### src/hazard_params.svh
//~~~~~~~~~~~~~~~~~~~~
// Sizes for the decode hazard block
// Only the register file sizes of RV32I were exercised
// NUM_SRC scales the generate loop of forwarders
//~~~~~~~~~~~~~~~~~~~~
`ifndef HAZARD_PARAMS_SVH
`define HAZARD_PARAMS_SVH

// Integer register word
`define XLEN 32

// Addresses x0 to x31
`define REG_ADDR_W 5

// Read ports per decoded instruction
`define NUM_SRC 2

`endif

### src/hazardPkg.sv
//~~~~~~~~~~~~~~~~~~~~
// Types shared by the decode hazard block
// Widths follow the macros of the params header
// A stage entry with wbEn low is a bubble
//~~~~~~~~~~~~~~~~~~~~
`include "hazard_params.svh"

package hazardPkg;

	// Instruction presented by decode
	typedef struct packed {
		logic                                 valid;
		logic [`NUM_SRC-1:0][`REG_ADDR_W-1:0] src;
		logic [`REG_ADDR_W-1:0]               dest;
		logic                                 wbEn;
		logic                                 isLoad;
	} decodeInfoT;

	// One instruction still in flight
	typedef struct packed {
		logic [`REG_ADDR_W-1:0] dest;
		logic                   wbEn;
		logic                   isLoad;
	} stageEntryT;

	typedef struct packed {
		stageEntryT ex;
		stageEntryT mem;
		stageEntryT wb;
	} trackT;

	// Words that can be forwarded back to decode
	typedef struct packed {
		logic [`XLEN-1:0] exAlu;
		logic [`XLEN-1:0] memAlu;
		logic [`XLEN-1:0] dcacheRd;
		logic [`XLEN-1:0] wbData;
	} stageDataT;

	typedef enum logic [2:0] {
		SEL_RF,
		SEL_EX,
		SEL_MEM_ALU,
		SEL_DCACHE,
		SEL_WB
	} operandSelT;

	// ID/EX register contents
	typedef struct packed {
		logic                            valid;
		logic [`NUM_SRC-1:0][`XLEN-1:0] operand;
		logic [`REG_ADDR_W-1:0]          dest;
		logic                            wbEn;
		logic                            isLoad;
	} issueT;

endpackage

### src/decodeHazard.sv
//~~~~~~~~~~~~~~~~~~~~
// Decode stage forwarding and load-use hazard block
// Register file, ALU and data cache live outside
// stageData words must belong to the instructions in track
// No handshake, all valids and stallReq are levels
//~~~~~~~~~~~~~~~~~~~~
`timescale 1ns/1ps
`include "hazard_params.svh"

module decodeHazard (
	input  logic                            clk,
	input  logic                            rst_n,
	input  hazardPkg::decodeInfoT           decode,
	input  logic [`NUM_SRC-1:0][`XLEN-1:0] rfData,
	input  hazardPkg::stageDataT            stageData,
	output logic                            stallReq,
	output hazardPkg::issueT                issue
);
	import hazardPkg::*;

	trackT                           track;
	logic [`NUM_SRC-1:0][`XLEN-1:0] operand;
	logic [`NUM_SRC-1:0]             exLoadHit;

	// In-flight destinations
	stageTracker stageTracker_i (
		.clk   (clk),
		.rst_n (rst_n),
		.decode(decode),
		.stall (stallReq),
		.track (track)
	);

	// One forwarder per source operand
	for (genvar i = 0; i < `NUM_SRC; i++) begin : genFwd
		operandForward operandForward_i (
			.clk      (clk),
			.rst_n    (rst_n),
			.srcAddr  (decode.src[i]),
			.track    (track),
			.rfData   (rfData[i]),
			.stageData(stageData),
			.operand  (operand[i]),
			.exLoadHit(exLoadHit[i])
		);
	end

	issueRegister issueRegister_i (
		.clk      (clk),
		.rst_n    (rst_n),
		.decode   (decode),
		.operand  (operand),
		.exLoadHit(exLoadHit),
		.stallReq (stallReq),
		.issue    (issue)
	);

endmodule

### src/issueRegister.sv
//~~~~~~~~~~~~~~~~~~~~
// Stall request and the ID/EX register
// stallReq is combinational from decode and the forwarders
// Decode must hold its record while stallReq is high
// Only the valid bit of the bundle is reset
//~~~~~~~~~~~~~~~~~~~~
`timescale 1ns/1ps
`include "hazard_params.svh"

module issueRegister (
	input  logic                            clk,
	input  logic                            rst_n,
	input  hazardPkg::decodeInfoT           decode,
	input  logic [`NUM_SRC-1:0][`XLEN-1:0] operand,
	input  logic [`NUM_SRC-1:0]             exLoadHit,
	output logic                            stallReq,
	output hazardPkg::issueT                issue
);
	import hazardPkg::*;

	logic                            validQ;
	logic [`NUM_SRC-1:0][`XLEN-1:0] operandQ;
	logic [`REG_ADDR_W-1:0]          destQ;
	logic                            wbEnQ;
	logic                            isLoadQ;
	logic                            issueNow;

	// Any operand waiting on a load in EX
	assign stallReq = decode.valid && (|exLoadHit);
	assign issueNow = decode.valid && !stallReq;

	always_ff @(posedge clk) begin
		if (!rst_n)
			validQ <= 1'b0;
		else
			validQ <= issueNow;
	end

	// Payload only moves on an issue
	always_ff @(posedge clk) begin
		if (issueNow) begin
			operandQ <= operand;
			destQ    <= decode.dest;
			wbEnQ    <= decode.wbEn;
			isLoadQ  <= decode.isLoad;
		end
	end

	assign issue = '{valid: validQ, operand: operandQ, dest: destQ,
		wbEn: wbEnQ, isLoad: isLoadQ};

	// Decode holds its record through a stall
	decodeHeldOnStall: assert property (@(posedge clk) disable iff (!rst_n)
		stallReq |=> $stable(decode))
	else
		$error("decode changed while stallReq was high");

endmodule

### src/operandForward.sv
//~~~~~~~~~~~~~~~~~~~~
// Forwarding mux for one source operand
// Newest producer wins, EX before MEM before WB
// x0 always reads the register file
// rfData must be read for the same srcAddr this cycle
//~~~~~~~~~~~~~~~~~~~~
`timescale 1ns/1ps
`include "hazard_params.svh"

module operandForward (
	input  logic                   clk,
	input  logic                   rst_n,
	input  logic [`REG_ADDR_W-1:0] srcAddr,
	input  hazardPkg::trackT       track,
	input  logic [`XLEN-1:0]       rfData,
	input  hazardPkg::stageDataT   stageData,
	output logic [`XLEN-1:0]       operand,
	output logic                   exLoadHit
);
	import hazardPkg::*;

	operandSelT sel;

	// Stage writes the register we are reading
	function automatic logic stageHit(input stageEntryT entry,
		input logic [`REG_ADDR_W-1:0] addr);
		return entry.wbEn && (entry.dest == addr);
	endfunction

	// Source select by priority
	always_comb begin
		if (srcAddr == '0) begin
			sel = SEL_RF;
		end else if (stageHit(track.ex, srcAddr)) begin
			sel = SEL_EX;
		end else if (stageHit(track.mem, srcAddr)) begin
			// Load data only exists after the cache read
			sel = track.mem.isLoad ? SEL_DCACHE : SEL_MEM_ALU;
		end else if (stageHit(track.wb, srcAddr)) begin
			sel = SEL_WB;
		end else begin
			sel = SEL_RF;
		end
	end

	// Operand word
	always_comb begin
		case (sel)
			SEL_EX:      operand = stageData.exAlu;
			SEL_MEM_ALU: operand = stageData.memAlu;
			SEL_DCACHE:  operand = stageData.dcacheRd;
			SEL_WB:      operand = stageData.wbData;
			default:     operand = rfData;
		endcase
	end

	// Load still in EX has no data yet
	assign exLoadHit = (sel == SEL_EX) && track.ex.isLoad;

	// Stalled load reaches MEM next cycle, where the retry finds dcacheRd
	loadMovesToMem: assert property (@(posedge clk) disable iff (!rst_n)
		exLoadHit |=> (track.mem.wbEn && track.mem.isLoad &&
			(track.mem.dest == $past(srcAddr))))
	else
		$error("load hit in EX did not move to MEM");

endmodule

### src/stageTracker.sv
//~~~~~~~~~~~~~~~~~~~~
// Destination records of the EX, MEM and WB stages
// All three shift every cycle, there is no downstream stall
// A stalled or invalid decode enters a bubble into EX
//~~~~~~~~~~~~~~~~~~~~
`timescale 1ns/1ps
`include "hazard_params.svh"

module stageTracker (
	input  logic                  clk,
	input  logic                  rst_n,
	input  hazardPkg::decodeInfoT decode,
	input  logic                  stall,
	output hazardPkg::trackT      track
);
	import hazardPkg::*;

	localparam stageEntryT BUBBLE = '0;

	stageEntryT exNext;

	// Record entering EX on the next edge
	always_comb begin
		if (decode.valid && !stall) begin
			exNext.dest = decode.dest;
			exNext.wbEn = decode.wbEn;
			// A load that writes nothing cannot cause a load-use stall
			exNext.isLoad = decode.isLoad && decode.wbEn;
		end else begin
			exNext = BUBBLE;
		end
	end

	// Stage shift
	always_ff @(posedge clk) begin
		if (!rst_n) begin
			track.ex  <= BUBBLE;
			track.mem <= BUBBLE;
			track.wb  <= BUBBLE;
		end else begin
			track.ex  <= exNext;
			track.mem <= track.ex;
			track.wb  <= track.mem;
		end
	end

	// Only a load waiting in EX may hold decode
	stallOnlyOnLoad: assert property (@(posedge clk) disable iff (!rst_n)
		stall |-> (track.ex.wbEn && track.ex.isLoad))
	else
		$error("stall requested without a load in EX");

endmodule

### config.mk
export PLATFORM = sky130hd
export DESIGN_NAME = decodeHazard
export DESIGN_NICKNAME = d
export VERILOG_FILES = /design/src/hazardPkg.sv /design/src/decodeHazard.sv /design/src/issueRegister.sv /design/src/operandForward.sv /design/src/stageTracker.sv
export VERILOG_INCLUDE_DIRS = /design/src
export SDC_FILE = /design/constraint.sdc
export NUM_CORES = 1
export LEC_CHECK = 0
export BUFFER_PORTS_ARGS = -buffer_cell sky130_fd_sc_hd__buf_2
export CORE_MARGIN = 2
export CORE_UTILIZATION = 52
export CTS_BUF_LIST = sky130_fd_sc_hd__clkbuf_8
export DETAILED_ROUTE_END_ITERATION = 8
export PLACE_DENSITY = 0.91
export SYNTH_ARGS = -nofsm -noshare
export SYNTH_HDL_FRONTEND = slang
export SYNTH_SLANG_ARGS = --single-unit
### constraint.sdc
create_clock -name clk -period 16.8 [get_ports clk]
set_input_delay 3.36 -clock clk [delete_from_list [all_inputs] [get_ports clk]]
set_output_delay 3.36 -clock clk [all_outputs]
set_load 0.01 [all_outputs]
## Word-level counts from Yosys, hierarchy flattened

Cells that the tools add are included.

| storage, ports and cells | value |
|---|---|
| register bits | 92 |
| latch bits | 0 |
| bits in writable memories | 0 |
| ROM bits | 0 |
| output and inout port bits | 73 |
| word-level logic and storage cells | 55 |
| memories | 0 |

| operators by class | value |
|---|---|
| add/subtract/negate cells | 0 |
| multiply operators | 0 |
| div/mod/pow operators | 0 |
| $lt $le $gt $ge | 0 |
| equality and inequality tests | 14 |
| shift-type cells | 0 |
| muxes and demuxes | 11 |
| bitwise operators | 0 |
| reductions and logical operators | 16 |

Operator list:

| kind | count |
|---|---|
| 32-bit case mux with 4 select lines | 2 |
| 5-bit == test | 6 |
| 3-bit two-way mux | 8 |
| 3-bit by 2-bit == test with 1-bit output, second input constant | 4 |
| 1-bit logical AND | 11 |
| 5-bit zero test | 2 |
| 3-bit by 1-bit == test with 1-bit output, second input constant | 2 |
| 3-bit == test, second input constant | 2 |
| 2-bit AND reduction | 1 |
| 2-bit OR reduction | 1 |
| 1-bit zero test | 1 |
| 1-bit two-way mux | 1 |

## Depth between registers and ports, before layout

Gate-level depths: netlist of run 1.

| logic depth | value |
|---|---|
| depth after elaboration | 13 |
| mapped depth | 9 |

## By module

A second synthesis of run 1 with hierarchy kept.

| unflattened totals | value |
|---|---|
| cells, all modules | 479 |
| area total of the unflattened synthesis | 5465.2 µm² |

Modules (own cells, without submodules):

| module | times used | cells each | area an instance (µm²) | seq. area each (µm²) |
|---|---|---|---|---|
| operandForward | 2 | 178 | 1343.8 | 0.0 |
| issueRegister | 1 | 78 | 2202.1 | 2152.1 |
| stageTracker | 1 | 45 | 575.6 | 420.4 |

## Worst setup path before layout of run 1

Ideal clock, no wire load.

| path | value |
|---|---|
| path type | input-to-reg |
| start | input decode[16] in the netlist's numbering |
| end | register stageTracker_i.track[14] (netlist name) |
| setup time | 77 ps |
| data arrival time | 7990 ps |
| data required time | 16723 ps |
| slack | 8734 ps |
| stages on the path | 5 |
| cell sequence | nor3_1 nand2_1 a22o_1 a21boi_1 and4_1 |

| on the way | value |
|---|---|
| cells in the longest elaborated chain, start to end | 13 |

Ends and longest elaborated chain:

| what | line | RTL |
|---|---|---|
| start: declaration | decodeHazard.sv:13 | `input hazardPkg::decodeInfoT decode,` |
| 5-bit == test | operandForward.sv:27 | `return entry.wbEn && (entry.dest == addr);` |
| 1-bit logical AND | operandForward.sv:27 |  |
| 3-bit two-way mux | operandForward.sv:39 | `end else if (stageHit(track.wb, srcAddr)) begin` |
| 3-bit two-way mux | operandForward.sv:36 | `end else if (stageHit(track.mem, srcAddr)) begin` |
| 3-bit two-way mux | operandForward.sv:34 | `end else if (stageHit(track.ex, srcAddr)) begin` |
| 3-bit two-way mux * | operandForward.sv:32 | `if (srcAddr == '0) begin` |
| 3-bit by 1-bit == test with 1-bit output * | operandForward.sv:58 | `assign exLoadHit = (sel == SEL_EX) && track.ex.isLoad;` |
| 1-bit logical AND * | operandForward.sv:58 |  |
| 2-bit OR reduction * | issueRegister.sv:29 | `assign stallReq = decode.valid && (\|exLoadHit);` |
| 1-bit logical AND * | issueRegister.sv:29 |  |
| 1-bit zero test * | - |  |
| 1-bit logical AND * | - |  |
| net issueRegister_i.issueNow | issueRegister.sv:26 | `logic issueNow;` |
| 2-bit AND reduction (no line) * | - |  |

Mark *: on every way through the listed nets, which the timed path passes. The rest lies on a longest branch.
A chain may end at the register's enable or synchronous reset.

## Worst setup path after layout of run 1

| path | value |
|---|---|
| start | input decode[15] in the netlist's numbering |
| end | output stallReq |

| on the way | value |
|---|---|
| cells in the longest elaborated chain, start to end | 10 |

Ends and longest elaborated chain:

| what | line | RTL |
|---|---|---|
| 5-bit == test | operandForward.sv:27 |  |
| 1-bit logical AND | operandForward.sv:27 |  |
| 3-bit two-way mux | operandForward.sv:39 |  |
| 3-bit two-way mux | operandForward.sv:36 |  |
| 3-bit two-way mux | operandForward.sv:34 |  |
| 3-bit two-way mux * | operandForward.sv:32 |  |
| 3-bit by 1-bit == test with 1-bit output * | operandForward.sv:58 |  |
| 1-bit logical AND * | operandForward.sv:58 |  |
| 2-bit OR reduction * | issueRegister.sv:29 |  |
| 1-bit logical AND * | issueRegister.sv:29 |  |
| end: declaration | decodeHazard.sv:16 | `output logic stallReq,` |

Every way passes the cells marked *; elsewhere a longest branch is shown, timed or not.

==> results.json, run 1 <==
{
  "status": "completed",
  "cts_made_buffers": 9,
  "pre_cts_slack_ns": 8.35,
  "coreArea_um2": 10900,
  "grt_max_degree": 51,
  "cp-end-kind": "output port",
  "fp.dieH_um": 110,
  "first_global_vias": 5830,
  "grt.overflow.total": 0,
  "cts-root-buf": "clkbuf_8",
  "cts_hold_buf": 0,
  "syn_area_per_cell_um2": 9.09,
  "skew_ns": 0.0210,
  "arrival_ns": 5.12,
  "clk_latency_ns": 0.36,
  "placed_area_um2": 7180,
  "vias": 6237,
  "clkTransAtPathRegs_ns": 0.08,
  "period_minus_slack_ns": 8.48,
  "grt_pass1_wl_um": 29700,
  "rows": 38,
  "io_buffers": 284,
  "fin_crit_sh_pct": 50.5,
  "final_util_pct": 67.7,
  "reg2reg_slack_ns": 13.49,
  "hold_path.class": "reg2reg",
  "cp_max_fo": 50,
  "finalHoldViolCount": 0,
  "synthCells": 641,
  "final_cell_mix": "buf_2, nand2_1, nor2_1",
  "p_leak_nw": 3.10,
  "yosysWarnings": 0,
  "design_area_um2": 7370,
  "synthFlopType": "edfxtp_1",
  "setup_viol": 0,
  "start_util_pct": 53.5,
  "cts_tree": "built",
  "detail_route.wl_per_cell_um": 19.7,
  "syn-cell-area_um2": 5830,
  "synthArstFlopShare_pct": 0,
  "seq_area_frac_synth_pct": 43.8,
  "grt_util_all_layers_pct": 32.7,
  "ys_ff_latch": 92,
  "cts_max_level": 3,
  "setup_ws_ns": 8.32,
  "vdd_drop_max_v": 0.0000501,
  "rsz0062_at_grt": "false",
  "clk_path_buf_depth": 2,
  "die-area_um2": 12100,
  "max-cap-violations": 0,
  "ys_types": 40,
  "post-cts-setup-buffer-count": 0,
  "io_pins": 285,
  "areaGrowthSynthToFinish_pct": 26.4,
  "synth_fp_nets": 853,
  "drc": 0,
  "gp_congestion": 0.890,
  "tns_ns": 0,
  "start_kind": "input port",
  "dp_hpwl_um": 14700,
  "drt_iter0_drc": 946,
  "fmax_mhz": 118,
  "tightest_slew_ns": 1.11,
  "synth_edf_count": 71,
  "nets": 1100,
  "first_pass_iters": 9,
  "final_common_cell": "buf_2",
  "final_antenna_net_count": 0,
  "maxSlewViolCount": 0,
  "criticalPathCategory": "in2out",
  "pwr_density_cell_nw_per_um2": 66.1,
  "dieWidth_um": 110,
  "post_cts_resized": 0,
  "wirelength_um": 20300,
  "vias_per_cell": 6.03,
  "slew_headroom_pct": 25.7,
  "cts_sinks": 92,
  "critPathRequiredTime_ns": 13.44,
  "drive_above_1_share_pct": 37.6,
  "antenna_found_initial": 2
}
-- cells by family after synthesis --
group / synth area share, %
AND/OR/NAND/NOR: 20.2
AO/OA/AOI/OAI: 19.8
flip-flops: 43.8
buffers and inverters: 5.93
multiplexers: 5.80
XOR/XNOR: 4.51
-- metal layers --
| metal | vias up | GRT usage (%) | routed length, um |
|---|---|---|---|
| met3 | 88 | 7.88 | 2410 |
| met4 | 0 | 15.3 | 801 |
| met1 | 2802 | 41.3 | 7560 |
| li1 | 2843 | - | - |
| met2 | 504 | 52.6 | 9580 |
| met5 | - | 0 | 0 |
-- Yosys cell counts (16+ instances only) --
cell type / count / area share [%]
a21oi_1: 47 / 4.0
a31oi_1: 49 / 5.3
and2_1: 17 / 1.8
and3_1: 27 / 2.9
clkbuf_1: 17 / 1.1
dfxtp_1: 21 / 7.2
edfxtp_1: 71 / 37
mux2i_1: 18 / 3.1
nand2_1: 85 / 5.5
nand3_1: 22 / 1.9
nand4_1: 16 / 1.7
nor2_1: 72 / 4.6
o21ai_0: 22 / 1.9
-- worst max-delay path, stage by stage --
cell and delay, ns:
buf_2 0.14, xnor2_1 0.15, nand4_1 0.16, nor3_4 0.13, buf_4 0.53, a22o_1 0.34
and3_1 0.18, buf_2 0.13
-- layout make-up --
class                           count  area, um2
Timing Repair Buffer              292       1480
Multi-Input combinational cell    493       2970
Tap cell                          140        175
Antenna cell                        2       5.00
Clock buffer                       11        151
Sequential cell                    92       2550
Fill cell                         893       3520
Clock inverter                      5       36.3
-- state kept, by name (all words and copies together) (netlist names) --
| register | flops |
|---|---|
| stageTracker_i.track | 20 |
| issueRegister_i.validQ | 1 |
| issueRegister_i.wbEnQ | 1 |
| issueRegister_i.issue | 64 |
| issueRegister_i.destQ | 5 |
| issueRegister_i.isLoadQ | 1 |
-- worst paths after layout --
kind | from | end | cells after the start
setup / recovery | decode[15] | stallReq | 8
hold / removal | stageTracker_i.track[8] | stageTracker_i.track[1] | 1
setup reg to reg | stageTracker_i.track[16] | issueRegister_i.destQ[1] | 6
hold reg to reg | stageTracker_i.track[8] | stageTracker_i.track[1] | 1
-- metrics by stage --
step	total power, mW	hold slack, ns	cells
floorplan	0.301	0.444	641
global route	0.504	0.514	1034
CTS	0.487	0.499	1033
finish	0.487	0.495	1035
global placement	0.346	0.480	1017
detailed placement	0.347	0.481	1017
-- power by group --
group | total [mW] | leakage [nW] | switching [mW] | internal [mW]
Clock | 0.144 | 0.0892 | 0.0815 | 0.0620
Combinational | 0.0803 | 2.14 | 0.0430 | 0.0373
Sequential | 0.263 | 0.867 | 0.00494 | 0.258
No activity file was read; power rests on OpenSTA's default activity.
==> inputs of run 2 (changes only) <==
ABC_AREA = 1   (was default)
CORE_UTILIZATION = 50   (was 52)
PLACE_DENSITY = 0.85   (was 0.91)
clock period = 8.8 ns   (was 16.8 ns; I/O delays follow)
==> results.json, run 2 <==
{
  "hold_start": "stageTracker_i.track[12]",
  "skew_ns": 0.00481,
  "wirelength_um": 24200,
  "detail_route.wl_per_cell_um": 17.6,
  "fin_crit_sh_pct": 64.0,
  "clkPwrFrac_pct": 32.3,
  "vias_per_cell": 5.89,
  "status": "completed",
  "cts_tree": "built",
  "comb_power_share_pct": 15.8,
  "ys_ff_latch": 92,
  "dp_hpwl_um": 16900,
  "grt_max_degree": 99,
  "clkTransAtPathRegs_ns": 0.10,
  "final_antenna_net_count": 0,
  "synth_area_leaders": "edfxtp_1, nand4_1, nand2_1",
  "tightest_slew_ns": 1.11,
  "synth_fp_nets": 1176,
  "largest_register_ffs": 64,
  "ys_types": 29,
  "seq_area_frac_synth_pct": 38.4,
  "start_kind": "input port",
  "nets": 1399,
  "synth.largest_area_cell": "edfxtp_1",
  "first_global_vias": 7374,
  "dp.cells": 1352,
  "vias": 8072,
  "switchingPower_uw": 271,
  "cts_max_level": 3,
  "final_cell_mix": "buf_2, nand2_1, nand4_1",
  "p_int_uw": 694,
  "gp_congestion": 0.997,
  "cts_made_buffers": 9,
  "max-cap-violations": 0,
  "p_leak_nw": 4.07,
  "drc": 0,
  "yosysWarnings": 0,
  "fp.dieH_um": 119,
  "start_util_pct": 50.8,
  "final_common_cell": "buf_2",
  "criticalPathCategory": "in2out",
  "grt_util_all_layers_pct": 32.9,
  "arrival_ns": 3.87,
  "holdWs_ns": 0.472,
  "final_cells": 1371,
  "clk_path_buf_depth": 2,
  "cts_hold_buf": 0,
  "clk_latency_ns": 0.38,
  "p_total_uw": 965,
  "synthCells": 964,
  "final_util_pct": 62.8,
  "startpoint": "decode[13]",
  "netlist_top_cells_count": "nand2_1, nand4_1, nor2_1",
  "post-cts-setup-buffer-count": 0,
  "synthFlopType": "edfxtp_1",
  "cts_sinks": 92,
  "hold_path.class": "reg2reg",
  "pwr_density_cell_nw_per_um2": 117,
  "dieWidth_um": 119,
  "maxSlewViolCount": 0,
  "areaGrowthSynthToFinish_pct": 23.6,
  "syn_area_per_cell_um2": 6.89,
  "yosys.area.top_type_share_pct": 32.1,
  "setup_viol": 0,
  "period_minus_slack_ns": 5.63,
  "finalHoldViolCount": 0,
  "grt.overflow.total": 0,
  "tns_ns": 0,
  "cp_max_fo": 97,
  "r2r-start": "stageTracker_i.track[17]",
  "synth.most_common_cell": "nand2_1",
  "io_pins": 285,
  "critPathRequiredTime_ns": 7.04,
  "antenna_found_initial": 4,
  "die-area_um2": 14200,
  "cp-end-kind": "output port",
  "fmax_mhz": 178,
  "syn-cell-area_um2": 6650,
  "rows": 42,
  "slew_headroom_pct": 26.0,
  "rsz0062_at_grt": "false",
  "first_pass_iters": 6,
  "post_cts_resized": 0,
  "coreArea_um2": 13100,
  "drive_above_1_share_pct": 28.4,
  "vdd_drop_max_v": 0.0000974,
  "synth_edf_count": 71,
  "drt_iter0_drc": 1192,
  "io_buffers": 284,
  "grt_pass1_wl_um": 37000,
  "cts-root-buf": "clkbuf_8",
  "p_sw_share_pct": 28.1,
  "p_seq_share_pct": 51.9,
  "synthArstFlopShare_pct": 0
}
[run 2: cell types whose count changed in the layout (fill, tap and decap cells not counted), sizes merged, moves of 23 or more]
cell   delta
a31oi    -49
o21ai    -23
nor2     +94
inv      +56
and3     -27
nand2   +191
nand3    +52
a21oi    -42
nand4   +181
[run 2: critical path: stages]
cell     delay [ns]
buf_2          0.10
inv_1          0.08
nand2_1        0.06
o21ai_1        0.06
nor2_1         0.18
nand3_4        0.80
nor2_4         0.33
inv_1          0.06
nand2_1        0.12
nand2_1        0.08
nor2_1         0.08
buf_2          0.13
[run 2: cell type report]
class,count,area (um2)
Fill cell,1201,4870
Multi-Input combinational cell,739,3540
Sequential cell,92,2550
Timing Repair Buffer,293,1490
Tap cell,176,220
Inverter,52,195
Clock buffer,9,124
Clock inverter,7,82.6
Antenna cell,3,7.51
[run 2: final timing paths]
check                                            endpoint  slack, ns  depth (start not counted)
worst max-delay path                             stallReq       3.17                         12
worst min-delay path              stageTracker_i.track[5]       0.47                          2
worst max register to register  issueRegister_i.issue[48]       4.82                         13
worst min register to register    stageTracker_i.track[5]       0.47                          2
[run 2: stage by stage]
step           area, um2  setup slack (ns)
2_1_floorplan       6650              2.53
3_3_place_gp        8000              3.19
3_5_place_dp        8000              3.18
4_1_cts             8210              3.19
5_1_grt             8210              2.90
6_report            8210              3.17
[run 2: metal layers]
metal  global-route usage (%)  share of wire (%)  vias up
met4                     17.0                4.6        2
met5                        0              0.054        -
met3                     6.23                 11       97
met2                     52.2                 46      561
met1                     42.8                 38     3618
li1                         -                  -     3794
[run 2: cells by family after synthesis]
logic type | count (synthesis) | share of synthesized area [%]
AND/OR/NAND/NOR | 722 | 50.9
buffers and inverters | 133 | 9.23
flip-flops | 92 | 38.4
AO/OA/AOI/OAI | 16 | 1.30
XOR/XNOR | 1 | 0.132
[run 2: power groups by stage]
stage	logic [mW]	registers [mW]	clock network, mW
2_1_floorplan	0.0489	0.522	0
3_3_place_gp	0.149	0.510	0
3_5_place_dp	0.151	0.511	0
4_1_cts	0.151	0.501	0.316
5_1_grt	0.166	0.503	0.331
6_report	0.152	0.501	0.312
==> inputs of run 3 (changes only) <==
ABC_AREA = 0   (was 1)
CORE_UTILIZATION = 43   (was 50)
PLACE_DENSITY = 0.81   (was 0.85)
clock period = 4.6 ns   (was 8.8 ns; I/O delays follow)
==> results.json, run 3 (synthesis gave the netlist of run 1 again) <==
{
  "status": "completed",
  "grt_pass1_wl_um": 30200,
  "max-cap-violations": 0,
  "pre_cts_slack_ns": 1.18,
  "crit_path_frequent_cell": "buf_2",
  "nFillCells": 1266,
  "cts_made_buffers": 9,
  "switchingPower_uw": 452,
  "maxSlewViolCount": 0,
  "first_pass_iters": 6,
  "areaGrowthSynthToFinish_pct": 27.5,
  "criticalPathCategory": "in2out",
  "tns_ns": 0,
  "clkTransAtPathRegs_ns": 0.08,
  "cp_top_family": "buffers and inverters",
  "antenna_found_initial": 0,
  "coreArea_um2": 13200,
  "nets": 1104,
  "p_total_mw": 1.77,
  "pwr_density_cell_nw_per_um2": 238,
  "design_area_um2": 7430,
  "hold_path.class": "reg2reg",
  "finalHoldViolCount": 0,
  "cts_tree": "built",
  "skew_ns": 0.0127,
  "io_pins": 285,
  "fmax_mhz": 292,
  "grtUsageMet1_pct": 35.5,
  "fp.dieH_um": 120,
  "drive_above_1_share_pct": 37.8,
  "drc": 0,
  "slew_headroom_pct": 25.3,
  "largest_register_ffs": 64,
  "final_cell_mix": "buf_2, nand2_1, nor2_1",
  "cp_max_fo": 21,
  "final_antenna_net_count": 0,
  "path_cells": "buf_2 > xnor2_1 > nand4_1 > nor3_2 > buf_4 > a22o_1 > and3_1 > buf_2",
  "critical_path.max_stage_delay_ns": 0.32,
  "comb_power_share_pct": 16.8,
  "fin_crit_sh_pct": 74.5,
  "post_cts_resized": 0,
  "io_buffers": 284,
  "arrival_ns": 2.51,
  "holdWs_ns": 0.504,
  "clk_latency_ns": 0.37,
  "tightest_slew_ns": 1.12,
  "gp_congestion": 0.973,
  "grt_max_degree": 54,
  "final_cells": 1073,
  "final_common_cell": "buf_2",
  "cts-root-buf": "clkbuf_8",
  "clkPwrFrac_pct": 29.0,
  "cts_max_level": 3,
  "critPathRequiredTime_ns": 3.68,
  "detail_route.wl_per_cell_um": 18.9,
  "setup_ws_ns": 1.17,
  "vias": 6112,
  "p_seq_share_pct": 54.2,
  "p_int_mw": 1.31,
  "cp-end-kind": "output port",
  "dieWidth_um": 120,
  "crit_slowest_cell": "buf_4",
  "vdd_drop_max_v": 0.000243,
  "cts_sinks": 92,
  "final_util_pct": 56.1,
  "rsz0062_at_grt": "false",
  "post-cts-setup-buffer-count": 0,
  "start_kind": "input port",
  "drt_iter0_drc": 781,
  "p_leak_nw": 3.14,
  "first_global_vias": 5563,
  "die-area_um2": 14500,
  "rows": 42,
  "use_met3_pct": 6.04,
  "wirelength_um": 20300,
  "vias_per_cell": 5.70,
  "crit_buf_inv": 3,
  "grt.overflow.total": 0,
  "period_minus_slack_ns": 3.43,
  "dp_hpwl_um": 14900,
  "start_util_pct": 44.0,
  "setup_viol": 0,
  "p_sw_share_pct": 25.6,
  "dp.cells": 1057,
  "antenna_cells": 0,
  "placed_area_um2": 7250,
  "cts_hold_buf": 0,
  "clk_path_buf_depth": 2,
  "top_usage_layer": "met2",
  "grtUsageMet2_pct": 44.0,
  "grt_util_all_layers_pct": 27.2
}
==> run 3: cell types whose count changed in the layout (fill, tap and decap cells not counted), moves of 18 or more <==
cell     delta
and3_1     +27
nor2_1     -87
nand4_1   -180
a21oi_1    +44
nand2_1   -191
a31oi_1    +49
mux2i_1    +18
inv_1      -39
nand3_1    -49
==> run 3: power groups by stage <==
stage	sequential, mW	combinational [mW]	clock [mW]
after floorplan	0.996	0.103	0
after global placement	0.976	0.289	0
after detailed placement	0.977	0.293	0
after CTS	0.958	0.294	0.529
after global routing	0.962	0.319	0.563
final	0.958	0.296	0.513
==> run 3: worst paths after layout <==
path | slack [ns] | cells after the start | from | end
worst max register to register | 1.92 | 7 | stageTracker_i.track[13] | issueRegister_i.issue[16]
worst max-delay path | 1.17 | 8 | decode[11] | stallReq
worst min-delay path | 0.50 | 1 | stageTracker_i.track[8] | stageTracker_i.track[1]
worst min register to register | 0.50 | 1 | stageTracker_i.track[8] | stageTracker_i.track[1]
==> run 3: metal layers <==
layer / vias up / part of all wire, %
met5: - / 0
met4: 0 / 3.4
met3: 60 / 10
met2: 447 / 47
met1: 2770 / 39
li1: 2835 / -
==> run 3: cell type report <==
cell class                 count  area (um2)  area share [%]
clock buffer                  12         165            2.22
tap                          176         220            2.96
clock inverter                 4        17.5           0.236
timing repair buffer         296        1510            20.3
multi-input combinational    493        2970            39.9
sequential                    92        2550            34.4
